===== src/source/io_pkg.sv =====
`default_nettype none

package io_pkg;

	// one byte on the spi link
	typedef logic [7:0] io_byte_t;

	// joystick state: right, left, down, up, fire 1, fire 2
	typedef logic [5:0] joy_t;

	// buttons [1:0], switches [3:2], scandoubler off [4], ypbpr [5]
	typedef logic [5:0] cfg_t;

	// bit position inside the current byte
	typedef logic [2:0] bit_idx_t;

	// payload byte number, sticks at 15
	typedef logic [3:0] byte_idx_t;

	// framer position in a transfer
	typedef enum logic {
		PH_CMD,
		PH_PAYLOAD
	} frame_phase_e;

	// command codes from the io controller
	localparam io_byte_t CMD_CFG     = 8'h01;
	localparam io_byte_t CMD_KBD_IN  = 8'h02;
	localparam io_byte_t CMD_KBD_OUT = 8'h03;
	localparam io_byte_t CMD_SER_IN  = 8'h04;
	localparam io_byte_t CMD_SER_OUT = 8'h05;
	localparam io_byte_t CMD_JOY0    = 8'h10;
	localparam io_byte_t CMD_JOY1    = 8'h11;
	localparam io_byte_t CMD_JOY2    = 8'h12;
	localparam io_byte_t CMD_JOY3    = 8'h13;

	// returned during every command byte
	localparam io_byte_t CORE_TYPE = 8'hA4;

	// entries per core-to-host queue
	localparam int QUEUE_DEPTH = 4;

	// read and write position in a queue
	typedef logic [$clog2(QUEUE_DEPTH)-1:0] queue_ptr_t;

endpackage

`default_nettype wire


===== src/source/io_link_if.sv =====
`timescale 1ns/1ns
`default_nettype none

interface io_link_if;

	// byte framing events from the spi side
	logic cmd_done;
	logic byte_done;
	io_pkg::io_byte_t rx_byte;
	io_pkg::byte_idx_t byte_index;
	// first two bits of a payload byte
	logic early_payload;

	// reply byte for the current slot
	io_pkg::io_byte_t tx_byte;

	modport frame (
		output cmd_done,
		output byte_done,
		output rx_byte,
		output byte_index,
		output early_payload,
		input  tx_byte
	);

	modport decoder (
		input  cmd_done,
		input  byte_done,
		input  rx_byte,
		input  byte_index,
		input  early_payload,
		output tx_byte
	);

endinterface

`default_nettype wire


===== src/source/spi_frame.sv =====
`timescale 1ns/1ns
`default_nettype none

module spi_frame (
	input  logic       spi_sck,
	input  logic       SPI_SS_IO,
	input  logic       spi_mosi,
	output logic       spi_miso,
	io_link_if.frame   link
);

	io_pkg::frame_phase_e phase;
	io_pkg::bit_idx_t     bit_cnt;
	io_pkg::byte_idx_t    byte_cnt;

	// bits 6..0 of the byte being received, newest bit at the bottom
	logic [6:0] sbuf;

	logic last_bit;

	assign last_bit = (bit_cnt == 3'd7);

	// bit counter, phase and payload byte count
	always_ff @(posedge spi_sck or posedge SPI_SS_IO) begin
		if (SPI_SS_IO) begin
			phase    <= io_pkg::PH_CMD;
			bit_cnt  <= '0;
			byte_cnt <= '0;
		end else begin
			bit_cnt <= bit_cnt + 3'd1;
			if (last_bit) begin
				if (phase == io_pkg::PH_CMD) begin
					phase <= io_pkg::PH_PAYLOAD;
				end else if (byte_cnt != 4'd15) begin
					byte_cnt <= byte_cnt + 4'd1;
				end
			end
		end
	end

	// shift register, cleared implicitly by the first eight bits
	always_ff @(posedge spi_sck) begin
		sbuf <= {sbuf[5:0], spi_mosi};
	end

	// the last bit is still on mosi, so the full byte is visible
	// before the edge that completes it
	assign link.rx_byte = {sbuf, spi_mosi};

	assign link.cmd_done  = last_bit && (phase == io_pkg::PH_CMD);
	assign link.byte_done = last_bit && (phase == io_pkg::PH_PAYLOAD);

	assign link.byte_index = byte_cnt;

	assign link.early_payload = (phase == io_pkg::PH_PAYLOAD) && (bit_cnt <= 3'd1);

	// reply goes out msb first; bit_cnt is 0 during reset, so the
	// first bit of the command slot is already set up when ss falls
	always_ff @(negedge spi_sck) begin
		spi_miso <= link.tx_byte[~bit_cnt];
	end

	// the two framing pulses belong to different phases
	a_done_exclusive: assert property (
		@(posedge spi_sck) disable iff (SPI_SS_IO)
		!(link.cmd_done && link.byte_done)
	) else $error("spi_frame: cmd_done and byte_done high together");

endmodule

`default_nettype wire


===== src/source/io_cmd_decoder.sv =====
`timescale 1ns/1ns
`default_nettype none

module io_cmd_decoder (
	input  logic              spi_sck,
	input  logic              SPI_SS_IO,
	io_link_if.decoder        link,

	// core-to-host keyboard queue
	input  logic              kbd_avail,
	input  io_pkg::io_byte_t  kbd_head,
	output logic              kbd_pop,

	// core-to-host serial queue
	input  logic              ser_avail,
	input  io_pkg::io_byte_t  ser_head,
	output logic              ser_pop,

	// host-to-core data
	output logic              kbd_in_strobe,
	output io_pkg::io_byte_t  kbd_in_data,
	output logic              ser_in_strobe,
	output io_pkg::io_byte_t  ser_in_data,

	output io_pkg::cfg_t      cfg,
	output io_pkg::joy_t      joy0,
	output io_pkg::joy_t      joy1,
	output io_pkg::joy_t      joy2,
	output io_pkg::joy_t      joy3
);

	io_pkg::io_byte_t cmd;

	// high until the command byte of this transfer is in
	logic cmd_slot;

	// avail as sent in the even byte of the current read pair
	logic avail_q;

	// early_payload seen at the previous edge
	logic early_q;

	logic odd_byte;

	// payload registers keep their value across transfers
	io_pkg::io_byte_t kbd_data_q = '0;
	io_pkg::io_byte_t ser_data_q = '0;
	io_pkg::cfg_t     cfg_q      = '0;
	io_pkg::joy_t     joy0_q     = '0;
	io_pkg::joy_t     joy1_q     = '0;
	io_pkg::joy_t     joy2_q     = '0;
	io_pkg::joy_t     joy3_q     = '0;

	assign odd_byte = link.byte_index[0];

	always_ff @(posedge spi_sck or posedge SPI_SS_IO) begin
		if (SPI_SS_IO) begin
			cmd           <= '0;
			cmd_slot      <= 1'b1;
			avail_q       <= 1'b0;
			early_q       <= 1'b0;
			kbd_in_strobe <= 1'b0;
			ser_in_strobe <= 1'b0;
		end else begin
			early_q <= link.early_payload;

			if (link.cmd_done) begin
				cmd      <= link.rx_byte;
				cmd_slot <= 1'b0;
			end

			// strobes drop on the edge that completes bit 1 of the next byte
			if (link.early_payload && early_q) begin
				kbd_in_strobe <= 1'b0;
				ser_in_strobe <= 1'b0;
			end

			if (link.byte_done) begin
				if (cmd == io_pkg::CMD_KBD_IN)
					kbd_in_strobe <= 1'b1;
				if (cmd == io_pkg::CMD_SER_IN)
					ser_in_strobe <= 1'b1;

				if (!odd_byte) begin
					case (cmd)
						io_pkg::CMD_KBD_OUT: avail_q <= kbd_avail;
						io_pkg::CMD_SER_OUT: avail_q <= ser_avail;
						default:             avail_q <= 1'b0;
					endcase
				end
			end
		end
	end

	// payload capture, selected by the latched command
	always_ff @(posedge spi_sck) begin
		if (link.byte_done) begin
			case (cmd)
				io_pkg::CMD_CFG:    cfg_q      <= link.rx_byte[5:0];
				io_pkg::CMD_KBD_IN: kbd_data_q <= link.rx_byte;
				io_pkg::CMD_SER_IN: ser_data_q <= link.rx_byte;
				io_pkg::CMD_JOY0:   joy0_q     <= link.rx_byte[5:0];
				io_pkg::CMD_JOY1:   joy1_q     <= link.rx_byte[5:0];
				io_pkg::CMD_JOY2:   joy2_q     <= link.rx_byte[5:0];
				io_pkg::CMD_JOY3:   joy3_q     <= link.rx_byte[5:0];
				default: ;
			endcase
		end
	end

	assign kbd_in_data = kbd_data_q;
	assign ser_in_data = ser_data_q;
	assign cfg         = cfg_q;
	assign joy0        = joy0_q;
	assign joy1        = joy1_q;
	assign joy2        = joy2_q;
	assign joy3        = joy3_q;

	// pop at the end of the data byte, only if the host was told a byte was there
	assign kbd_pop = link.byte_done && odd_byte && avail_q &&
		(cmd == io_pkg::CMD_KBD_OUT);
	assign ser_pop = link.byte_done && odd_byte && avail_q &&
		(cmd == io_pkg::CMD_SER_OUT);

	// reply byte: core type first, then avail/data pairs for the read commands
	always_comb begin
		link.tx_byte = '0;
		if (cmd_slot) begin
			link.tx_byte = io_pkg::CORE_TYPE;
		end else begin
			case (cmd)
				io_pkg::CMD_KBD_OUT:
					link.tx_byte = odd_byte ? kbd_head : {7'd0, kbd_avail};
				io_pkg::CMD_SER_OUT:
					link.tx_byte = odd_byte ? ser_head : {7'd0, ser_avail};
				default:
					link.tx_byte = '0;
			endcase
		end
	end

	// the queues never see a pop while empty
	a_kbd_pop_nonempty: assert property (
		@(posedge spi_sck) disable iff (SPI_SS_IO)
		kbd_pop |-> kbd_avail
	) else $error("io_cmd_decoder: keyboard pop on empty queue");

	a_ser_pop_nonempty: assert property (
		@(posedge spi_sck) disable iff (SPI_SS_IO)
		ser_pop |-> ser_avail
	) else $error("io_cmd_decoder: serial pop on empty queue");

endmodule

`default_nettype wire


===== src/source/byte_queue.sv =====
`timescale 1ns/1ns
`default_nettype none

module byte_queue (
	input  logic             spi_sck,
	input  logic             SPI_SS_IO,
	input  logic             push,
	input  io_pkg::io_byte_t push_data,
	input  logic             pop,
	output logic             avail,
	output io_pkg::io_byte_t head
);

	localparam int CNT_W = $clog2(io_pkg::QUEUE_DEPTH) + 1;

	io_pkg::io_byte_t mem [io_pkg::QUEUE_DEPTH];

	// the queue outlives transfers, so it starts empty once and stays live
	io_pkg::queue_ptr_t wr_ptr = '0;
	io_pkg::queue_ptr_t rd_ptr = '0;
	logic [CNT_W-1:0]   count  = '0;

	logic do_push;
	logic do_pop;

	// a push into a full queue is lost
	assign do_push = push && (count < io_pkg::QUEUE_DEPTH);
	assign do_pop  = pop && (count != '0);

	always_ff @(posedge spi_sck) begin
		if (do_push) begin
			mem[wr_ptr] <= push_data;
			wr_ptr      <= wr_ptr + 1'b1;
		end

		if (do_pop)
			rd_ptr <= rd_ptr + 1'b1;

		case ({do_push, do_pop})
			2'b10:   count <= count + 1'b1;
			2'b01:   count <= count - 1'b1;
			default: count <= count;
		endcase
	end

	assign avail = (count != '0);
	assign head  = mem[rd_ptr];

	// pops come only from inside a transfer
	a_no_pop_idle: assert property (
		@(posedge spi_sck) SPI_SS_IO |-> !pop
	) else $error("byte_queue: pop while link is idle");

endmodule

`default_nettype wire


===== src/source/io_bridge_top.sv =====
`timescale 1ns/1ns
`default_nettype none

module io_bridge_top (
	input  logic             spi_sck,
	input  logic             SPI_SS_IO,
	input  logic             spi_mosi,
	output logic             spi_miso,

	// core side of the keyboard and serial queues
	input  logic             kbd_push,
	input  io_pkg::io_byte_t kbd_push_data,
	input  logic             ser_push,
	input  io_pkg::io_byte_t ser_push_data,

	output logic             kbd_in_strobe,
	output io_pkg::io_byte_t kbd_in_data,
	output logic             ser_in_strobe,
	output io_pkg::io_byte_t ser_in_data,

	output logic [1:0]       buttons,
	output logic [1:0]       switches,
	output logic             scandoubler_disable,
	output logic             ypbpr,
	output io_pkg::joy_t     joy0,
	output io_pkg::joy_t     joy1,
	output io_pkg::joy_t     joy2,
	output io_pkg::joy_t     joy3
);

	io_link_if link0 ();

	io_pkg::cfg_t     cfg;
	logic             kbd_avail;
	logic             kbd_pop;
	io_pkg::io_byte_t kbd_head;
	logic             ser_avail;
	logic             ser_pop;
	io_pkg::io_byte_t ser_head;

	spi_frame frame0 (
		.spi_sck   (spi_sck),
		.SPI_SS_IO (SPI_SS_IO),
		.spi_mosi  (spi_mosi),
		.spi_miso  (spi_miso),
		.link      (link0.frame)
	);

	io_cmd_decoder dec0 (
		.spi_sck       (spi_sck),
		.SPI_SS_IO     (SPI_SS_IO),
		.link          (link0.decoder),
		.kbd_avail     (kbd_avail),
		.kbd_head      (kbd_head),
		.kbd_pop       (kbd_pop),
		.ser_avail     (ser_avail),
		.ser_head      (ser_head),
		.ser_pop       (ser_pop),
		.kbd_in_strobe (kbd_in_strobe),
		.kbd_in_data   (kbd_in_data),
		.ser_in_strobe (ser_in_strobe),
		.ser_in_data   (ser_in_data),
		.cfg           (cfg),
		.joy0          (joy0),
		.joy1          (joy1),
		.joy2          (joy2),
		.joy3          (joy3)
	);

	byte_queue kbd_q0 (
		.spi_sck   (spi_sck),
		.SPI_SS_IO (SPI_SS_IO),
		.push      (kbd_push),
		.push_data (kbd_push_data),
		.pop       (kbd_pop),
		.avail     (kbd_avail),
		.head      (kbd_head)
	);

	byte_queue ser_q0 (
		.spi_sck   (spi_sck),
		.SPI_SS_IO (SPI_SS_IO),
		.push      (ser_push),
		.push_data (ser_push_data),
		.pop       (ser_pop),
		.avail     (ser_avail),
		.head      (ser_head)
	);

	// board configuration word
	assign buttons             = cfg[1:0];
	assign switches            = cfg[3:2];
	assign scandoubler_disable = cfg[4];
	assign ypbpr               = cfg[5];

endmodule

`default_nettype wire


===== config.mk =====
export PLATFORM = sky130hd
export DESIGN_NAME = io_bridge_top
export DESIGN_NICKNAME = d
export VERILOG_FILES = /design/src/source/io_pkg.sv /design/src/source/io_link_if.sv /design/src/source/spi_frame.sv /design/src/source/io_cmd_decoder.sv /design/src/source/byte_queue.sv /design/src/source/io_bridge_top.sv
export SDC_FILE = /design/constraint.sdc
export NUM_CORES = 1
export LEC_CHECK = 0
export ABC_AREA = 0
export ABC_CLOCK_PERIOD_IN_PS = 3400
export BUFFER_PORTS_ARGS = -buffer_cell sky130_fd_sc_hd__buf_2
export CAP_MARGIN = 10
export CORE_ASPECT_RATIO = 0.9
export CORE_UTILIZATION = 45
export CTS_BUF_LIST = sky130_fd_sc_hd__clkbuf_4 sky130_fd_sc_hd__clkbuf_8 sky130_fd_sc_hd__clkbuf_16
export CTS_CLUSTER_DIAMETER = 40
export DETAILED_ROUTE_END_ITERATION = 12
export PLACE_DENSITY = 0.66
export SYNTH_ARGS = -nofsm -noshare
export SYNTH_HDL_FRONTEND = slang
export SYNTH_SLANG_ARGS = --single-unit

===== constraint.sdc =====
create_clock -name spi_sck -period 3.4 [get_ports spi_sck]
set_input_delay 0.34 -clock spi_sck [delete_from_list [all_inputs] [get_ports spi_sck]]
set_output_delay 0.34 -clock spi_sck [all_outputs]
set_load 0.005 [all_outputs]

==> results.sh, run 1 <==
export IMPL_worst_slack_ns=-0.175
export IMPL_top_usage_layer="met2"
export IMPL_status="finished with violations"
export IMPL_ys_seq_elements=157
export IMPL_cts_made_buffers=17
export IMPL_drive_above_1_share=0.334
export IMPL_grt_max_degree=22
export IMPL_fin_cells=601
export IMPL_rows=39
export IMPL_fp_dieArea_sq_um=13700
export IMPL_use_met2=0.257
export IMPL_power_leakage_nw=2.75
export IMPL_seq_area_frac_synth=0.756
export IMPL_ios=70
export IMPL_crit_path_start_kind="flip-flop"
export IMPL_start_util=0.465
export IMPL_drc=0
export IMPL_cp_max_fo=7
export IMPL_track_usage=0.164
export IMPL_die_w_microns=123
export IMPL_p_per_area_nw_per_um2=598
export IMPL_clock_sinks=157
export IMPL_clk_pin_slew_ns=0.06
export IMPL_fillCellCount=983
export IMPL_drt_total_wl_mm=10.1
export IMPL_worst_pin_slew_ns=0.834
export IMPL_drv_slew=0
export IMPL_place_inst=569
export IMPL_dpl_hpwl_mm=7.02
export IMPL_ctsHoldBuffers=0
export IMPL_synth_nets=362
export IMPL_grt_ovfl_total=0
export IMPL_postRouteAntennaNets=0
export IMPL_setup_viol=1
export IMPL_synth_top_area_share=0.627
export IMPL_clk_insertion_delay_late_ns=0.44
export IMPL_wire_per_inst_microns=16.8
export IMPL_regToRegSetupSlack_ns=-0.18
export IMPL_coreArea_sq_um=12800
export IMPL_post_synth_cell_area_avg_sq_um=18.3
export IMPL_rsz0062_at_grt="yes"
export IMPL_path_class="reg2reg"
export IMPL_syn_area_sq_um=5940
export IMPL_grt_pass1_wl_mm=16.3
export IMPL_syn2layout_area_growth_pct=23.2
export IMPL_use_met1=0.211
export IMPL_io_buffers=69
export IMPL_ir_drop_v=0.000503
export IMPL_drtIter0Drc=189
export IMPL_ys_flop_type="edfxtp_1"
export IMPL_yosys_warnings=0
export IMPL_place_area_sq_um=6620
export IMPL_max_cap_viol_count=0
export IMPL_failed_checks="setup timing"
export IMPL_ys_top_cells_by_area="edfxtp_1 (63%), dfrtp_1 (8.4%), mux4_2 (4.2%), dfxtp_1 (4.0%), ha_1 (2.9%)"
export IMPL_num_vias=3054
export IMPL_worst_hold_path_type="in2async"
export IMPL_drt_first_pass_iters=4
export IMPL_yosysUniqueCellTypes=47
export IMPL_clock_root_buffer="clkbuf_16"
export IMPL_place_congestion=0.848
export IMPL_critPathRequiredTime_ns=2.01
export IMPL_clk_path_buf_depth=2
export IMPL_fin_skew_ns=0.0365
export IMPL_htree_levels=4
export IMPL_nets=461
export IMPL_hold_viol_final=0
export IMPL_via_per_inst=5.08
export IMPL_synth_async_sr_flop_share=0.134
export IMPL_stdcell_area_sq_um=7320
export IMPL_antenna_found_initial=0
export IMPL_endpoint_kind="flip-flop"
export IMPL_netlist_instances=325
export IMPL_cp_arrival_ns=2.19
export IMPL_synth_top_area_cell="edfxtp_1"
export IMPL_dieHeight_microns=111
export IMPL_grt_util_met3=0.0550
export IMPL_synth_edf_count=124
export IMPL_slew_headroom=0.443
export IMPL_grt_pass1_vias=3117
export IMPL_antenna_cells=0
export IMPL_power_total_mw=4.38
export IMPL_cts_tree="done"
cell type report:
class,count,area (sq um),area share
sequential,157,4490,0.614
multi-input combinational,133,1310,0.179
timing repair buffer,88,513,0.0701
clock buffer,19,464,0.0634
clock inverter,14,235,0.0321
tap,164,205,0.0280
inverter,26,97.6,0.0133
flip-flops by register name (all words and copies together) (netlist names), 3 cells and up, named ones only:
| signal | cells |
|---|---|
| kbd_q0.mem | 32 |
| ser_q0.mem | 32 |
| dec0.cmd | 8 |
| dec0.kbd_in_data | 8 |
| dec0.ser_in_data | 8 |
| frame0.sbuf | 7 |
| dec0.cfg | 6 |
| dec0.joy0 | 6 |
| dec0.joy1 | 6 |
| dec0.joy2 | 6 |
| dec0.joy3 | 6 |
| frame0.link.byte_index | 4 |
| frame0.bit_cnt | 3 |
| kbd_q0.count | 3 |
| ser_q0.count | 3 |
per-layer routing:
layer  routed length [microns]  share of wire  up-vias
met5                         0              0        -
met2                      4850           0.48       92
met4                       128          0.013        0
met1                      4590           0.46     1507
met3                       511          0.051        9
li1                          -              -     1446
path summary, 6_finish.rpt:
kind | endpoint | depth (start not counted)
max | frame0.spi_miso | 6
min | dec0.kbd_in_strobe | 2
max reg2reg | frame0.spi_miso | 6
min reg2reg | frame0.sbuf[6] | 0
max in group asynchronous | dec0.cmd[2] | 2
min in group spi_sck | kbd_q0.mem[2][1] | 1
critical path, cell delays in order, from the launching register on:
cell and delay, ns:
dfxtp_2 0.35, buf_12 0.13, mux4_2 0.50, a22o_1 0.22, a32o_1 0.22, o41ai_2 0.20, o311ai_1 0.15
cell usage in the layout (no fill, tap or decap), types with 11 or more instances in the layout:
| cell type | n |
|---|---|
| nor2_1 | 11 |
| ha_1 | 14 |
| inv_1 | 27 |
| buf_4 | 17 |
| clkbuf_16 | 18 |
| buf_2 | 69 |
| edfxtp_1 | 124 |
| mux4_2 | 11 |
| dfrtp_1 | 20 |
repair_timing:
item | in CTS | in global routing
endpoints found under the setup margin | 1 | 1
setup buffers | 0 | 0
resized for setup | 2 | 1
report_power, final:
group          internal (mW)  leakage (nW)  switching [mW]
sequential              2.10          1.47          0.0198
clock                   1.44         0.342           0.733
combinational         0.0323         0.942          0.0452
Yosys cell counts, types with 2 or more instances:
| cell type | count |
|---|---|
| a21oi_1 | 2 |
| nand3_1 | 3 |
| and3_1 | 2 |
| nor3_1 | 9 |
| xnor2_1 | 8 |
| nor4_1 | 2 |
| ha_1 | 14 |
| xor2_1 | 3 |
| a21o_1 | 2 |
| o21ai_0 | 2 |
| nor2b_1 | 4 |
| inv_1 | 27 |
| o31a_1 | 2 |
| nor2_1 | 11 |
| a22o_1 | 2 |
| o2111ai_1 | 2 |
| edfxtp_1 | 124 |
| mux2_2 | 9 |
| fa_1 | 2 |
| and2_1 | 10 |
| dfrtp_1 | 20 |
| mux4_2 | 11 |
| a22oi_1 | 5 |
| nor4bb_1 | 2 |
| nand2_1 | 6 |
| clkbuf_1 | 4 |
| mux4_1 | 5 |
| and4_1 | 2 |
| dfxtp_1 | 12 |
metrics by stage:
step	hold slack [ns]	utilization	setup TNS (ns)	setup WS, ns
after floorplan	0.316	-	-0.0837	-0.0837
after global placement	0.381	0.518	-0.178	-0.178
after global routing	0.119	0.573	-0.237	-0.237
after CTS	0.101	0.572	-0.193	-0.193
after detailed placement	0.392	0.518	-0.231	-0.231
final	0.0795	0.573	-0.175	-0.175
logic make-up after synthesis:
family,after synthesis,synth area share
DFF,157,0.756
and+or+nand+nor,56,0.0529
buffers and inverters,35,0.0242
AOI/OAI and AO/OA,25,0.0339
muxes,25,0.0809
adders and majority gates,16,0.0362
xor gates and xnor gates,11,0.0162
Power figures use the tool's default switching activity.
==> run 2: changes to the inputs <==
CELL_PAD_IN_SITES_DETAIL_PLACEMENT = 1   (was unset)
CELL_PAD_IN_SITES_GLOBAL_PLACEMENT = 2   (was unset)
CORE_UTILIZATION = 43   (was 45)
PLACE_DENSITY = 0.81   (was 0.66)
==> run 2 against run 1 <==
Net effect: the run still ends with setup timing left; utilization down 2.8 points; clock skew down 0.0096 ns; final cell count up 1.0%; clock power down 5%; setup slack better by 0.040 ns; non-clock buffer count up 2.
==> results.sh, run 2 (synthesis results as in run 1) <==
export IMPL_status="finished with violations"
export IMPL_failed_checks="setup timing"
export IMPL_netSwitchingFraction=0.195
export IMPL_antenna_cells=0
export IMPL_clk_pin_slew_ns=0.06
export IMPL_max_stage_delay_ns=0.50
export IMPL_place_ws_ns=-0.247
export IMPL_path_cells="buf_6, mux4_2, a22oi_2, nor3_1, o41ai_2, o311ai_1"
export IMPL_fp_dieArea_sq_um=14300
export IMPL_wire_per_inst_microns=18.8
export IMPL_worst_pin_slew_ns=0.821
export IMPL_grt_ovfl_total=0
export IMPL_num_vias=3088
export IMPL_drt_total_wl_mm=11.4
export IMPL_crit_path_start_kind="flip-flop"
export IMPL_via_per_inst=5.09
export IMPL_grt_pass1_wl_mm=18.5
export IMPL_ir_drop_v=0.000683
export IMPL_tns_ns=-0.135
export IMPL_place_congestion=0.777
export IMPL_htree_levels=4
export IMPL_rows=40
export IMPL_nets=463
export IMPL_critPathRequiredTime_ns=2.01
export IMPL_clk_insertion_delay_late_ns=0.45
export IMPL_drt_first_pass_iters=4
export IMPL_drtIter0Drc=98
export IMPL_max_cap_viol_count=0
export IMPL_p_seq_frac=0.496
export IMPL_postRouteAntennaNets=0
export IMPL_reg_top3="kbd_q0.mem x32, ser_q0.mem x32"
export IMPL_setup_viol=1
export IMPL_r2r_cells=6
export IMPL_cp_max_fo=4
export IMPL_pwr_share_clk=0.486
export IMPL_clk_path_buf_depth=2
export IMPL_clock_sinks=157
export IMPL_antenna_found_initial=0
export IMPL_rsz0062_at_grt="yes"
export IMPL_grt_max_degree=22
export IMPL_endpoint_kind="flip-flop"
export IMPL_intPower_mw=3.45
export IMPL_ios=70
export IMPL_worst_hold_path_type="in2async"
export IMPL_p_switching_mw=0.833
export IMPL_worst_slack_ns=-0.135
export IMPL_place_area_sq_um=6630
export IMPL_drc=0
export IMPL_grt_pass1_vias=3392
export IMPL_cts_tree="done"
export IMPL_clock_root_buffer="clkbuf_16"
export IMPL_track_usage=0.178
export IMPL_power_leakage_nw=2.74
export IMPL_ctsHoldBuffers=0
export IMPL_fin_skew_ns=0.0268
export IMPL_cts_made_buffers=17
export IMPL_dieHeight_microns=114
export IMPL_p_per_area_nw_per_um2=586
export IMPL_power_total_mw=4.28
export IMPL_final_cell_mix="edfxtp_1 (124), buf_2 (69), inv_1 (27), dfrtp_1 (20), buf_4 (18)"
export IMPL_drive_above_1_share=0.349
export IMPL_path_class="reg2reg"
export IMPL_pwr_share_comb=0.018
export IMPL_final_common_cell="edfxtp_1"
export IMPL_hold_viol_final=0
export IMPL_start_util=0.443
export IMPL_stdcell_area_sq_um=7300
export IMPL_drv_slew=0
export IMPL_syn2layout_area_growth_pct=22.9
export IMPL_cp_slowest_cell="mux4_2"
export IMPL_fillCellCount=1237
export IMPL_slew_headroom=0.452
export IMPL_cp_arrival_ns=2.15
export IMPL_dpl_hpwl_mm=7.95
export IMPL_die_w_microns=126
export IMPL_coreArea_sq_um=13400
export IMPL_io_buffers=69
run 2: cell types whose count changed in the layout (fill, tap and decap cells not counted), moves of 2 or more:
cell,previous run,this run
buf_6,0,2
a22oi_2,1,3
clkinvlp_4,1,3
a22oi_1,4,2
run 2: critical path, delay by kind of cell (launching register included):
family,cells,cell delay (ns)
simple gates,1,0.09
mux,1,0.50
flops,1,0.35
buf+inv,1,0.13
compound gates,3,0.66
run 2: final timing paths:
kind / slack (ns) / startpoint / endpoint
max in group asynchronous: 2.82 / SPI_SS_IO / dec0.cmd[0]
worst min-delay path: 0.07 / SPI_SS_IO / dec0.kbd_in_strobe
worst max-delay path: -0.14 / flip-flop / frame0.spi_miso
min in group spi_sck: 0.12 / kbd_push_data[3] / kbd_q0.mem[3][3]
worst max register to register: -0.14 / flip-flop / frame0.spi_miso
worst min register to register: 0.40 / frame0.sbuf[5] / frame0.sbuf[6]
run 2: layer usage:
layer,up-vias,global-route usage,routed length [microns]
met4,0,0.0771,176
met1,1547,0.214,4970
met2,82,0.301,5720
met3,17,0.0539,526
li1,1442,-,-
met5,-,0,0
run 2: power groups by stage:
stage / clock network, mW / logic (mW) / registers (mW)
global route: 2.20 / 0.0891 / 2.13
finish: 2.08 / 0.0782 / 2.12
CTS: 2.13 / 0.0802 / 2.13
detailed placement: 0.00368 / 0.0786 / 2.17
floorplan: 0.00368 / 0.0377 / 2.16
global placement: 0.00368 / 0.0742 / 2.16
run 2: final cells by class:
cell class / count / area, sq um / share of cell area
clock buffer: 18 / 433 / 0.0593
inverter: 26 / 97.6 / 0.0134
multi-input combinational: 133 / 1330 / 0.181
sequential: 157 / 4490 / 0.615
tap: 168 / 210 / 0.0288
timing repair buffer: 90 / 523 / 0.0716
clock inverter: 15 / 221 / 0.0303
run 2: per-stage QoR:
step | cells | util | hold slack (ns)
global route | 607 | 0.544 | 0.119
CTS | 607 | 0.544 | 0.0732
detailed placement | 575 | 0.494 | 0.396
global placement | 575 | 0.494 | 0.378
finish | 607 | 0.544 | 0.0685
floorplan | 325 | - | 0.316
run 2: repair_timing:
action,CTS,global route
pin swaps,2,2
hold endpoints to repair,0,0
buffers inserted,0,0
endpoints found under the setup margin,1,1
gates resized for setup,8,1
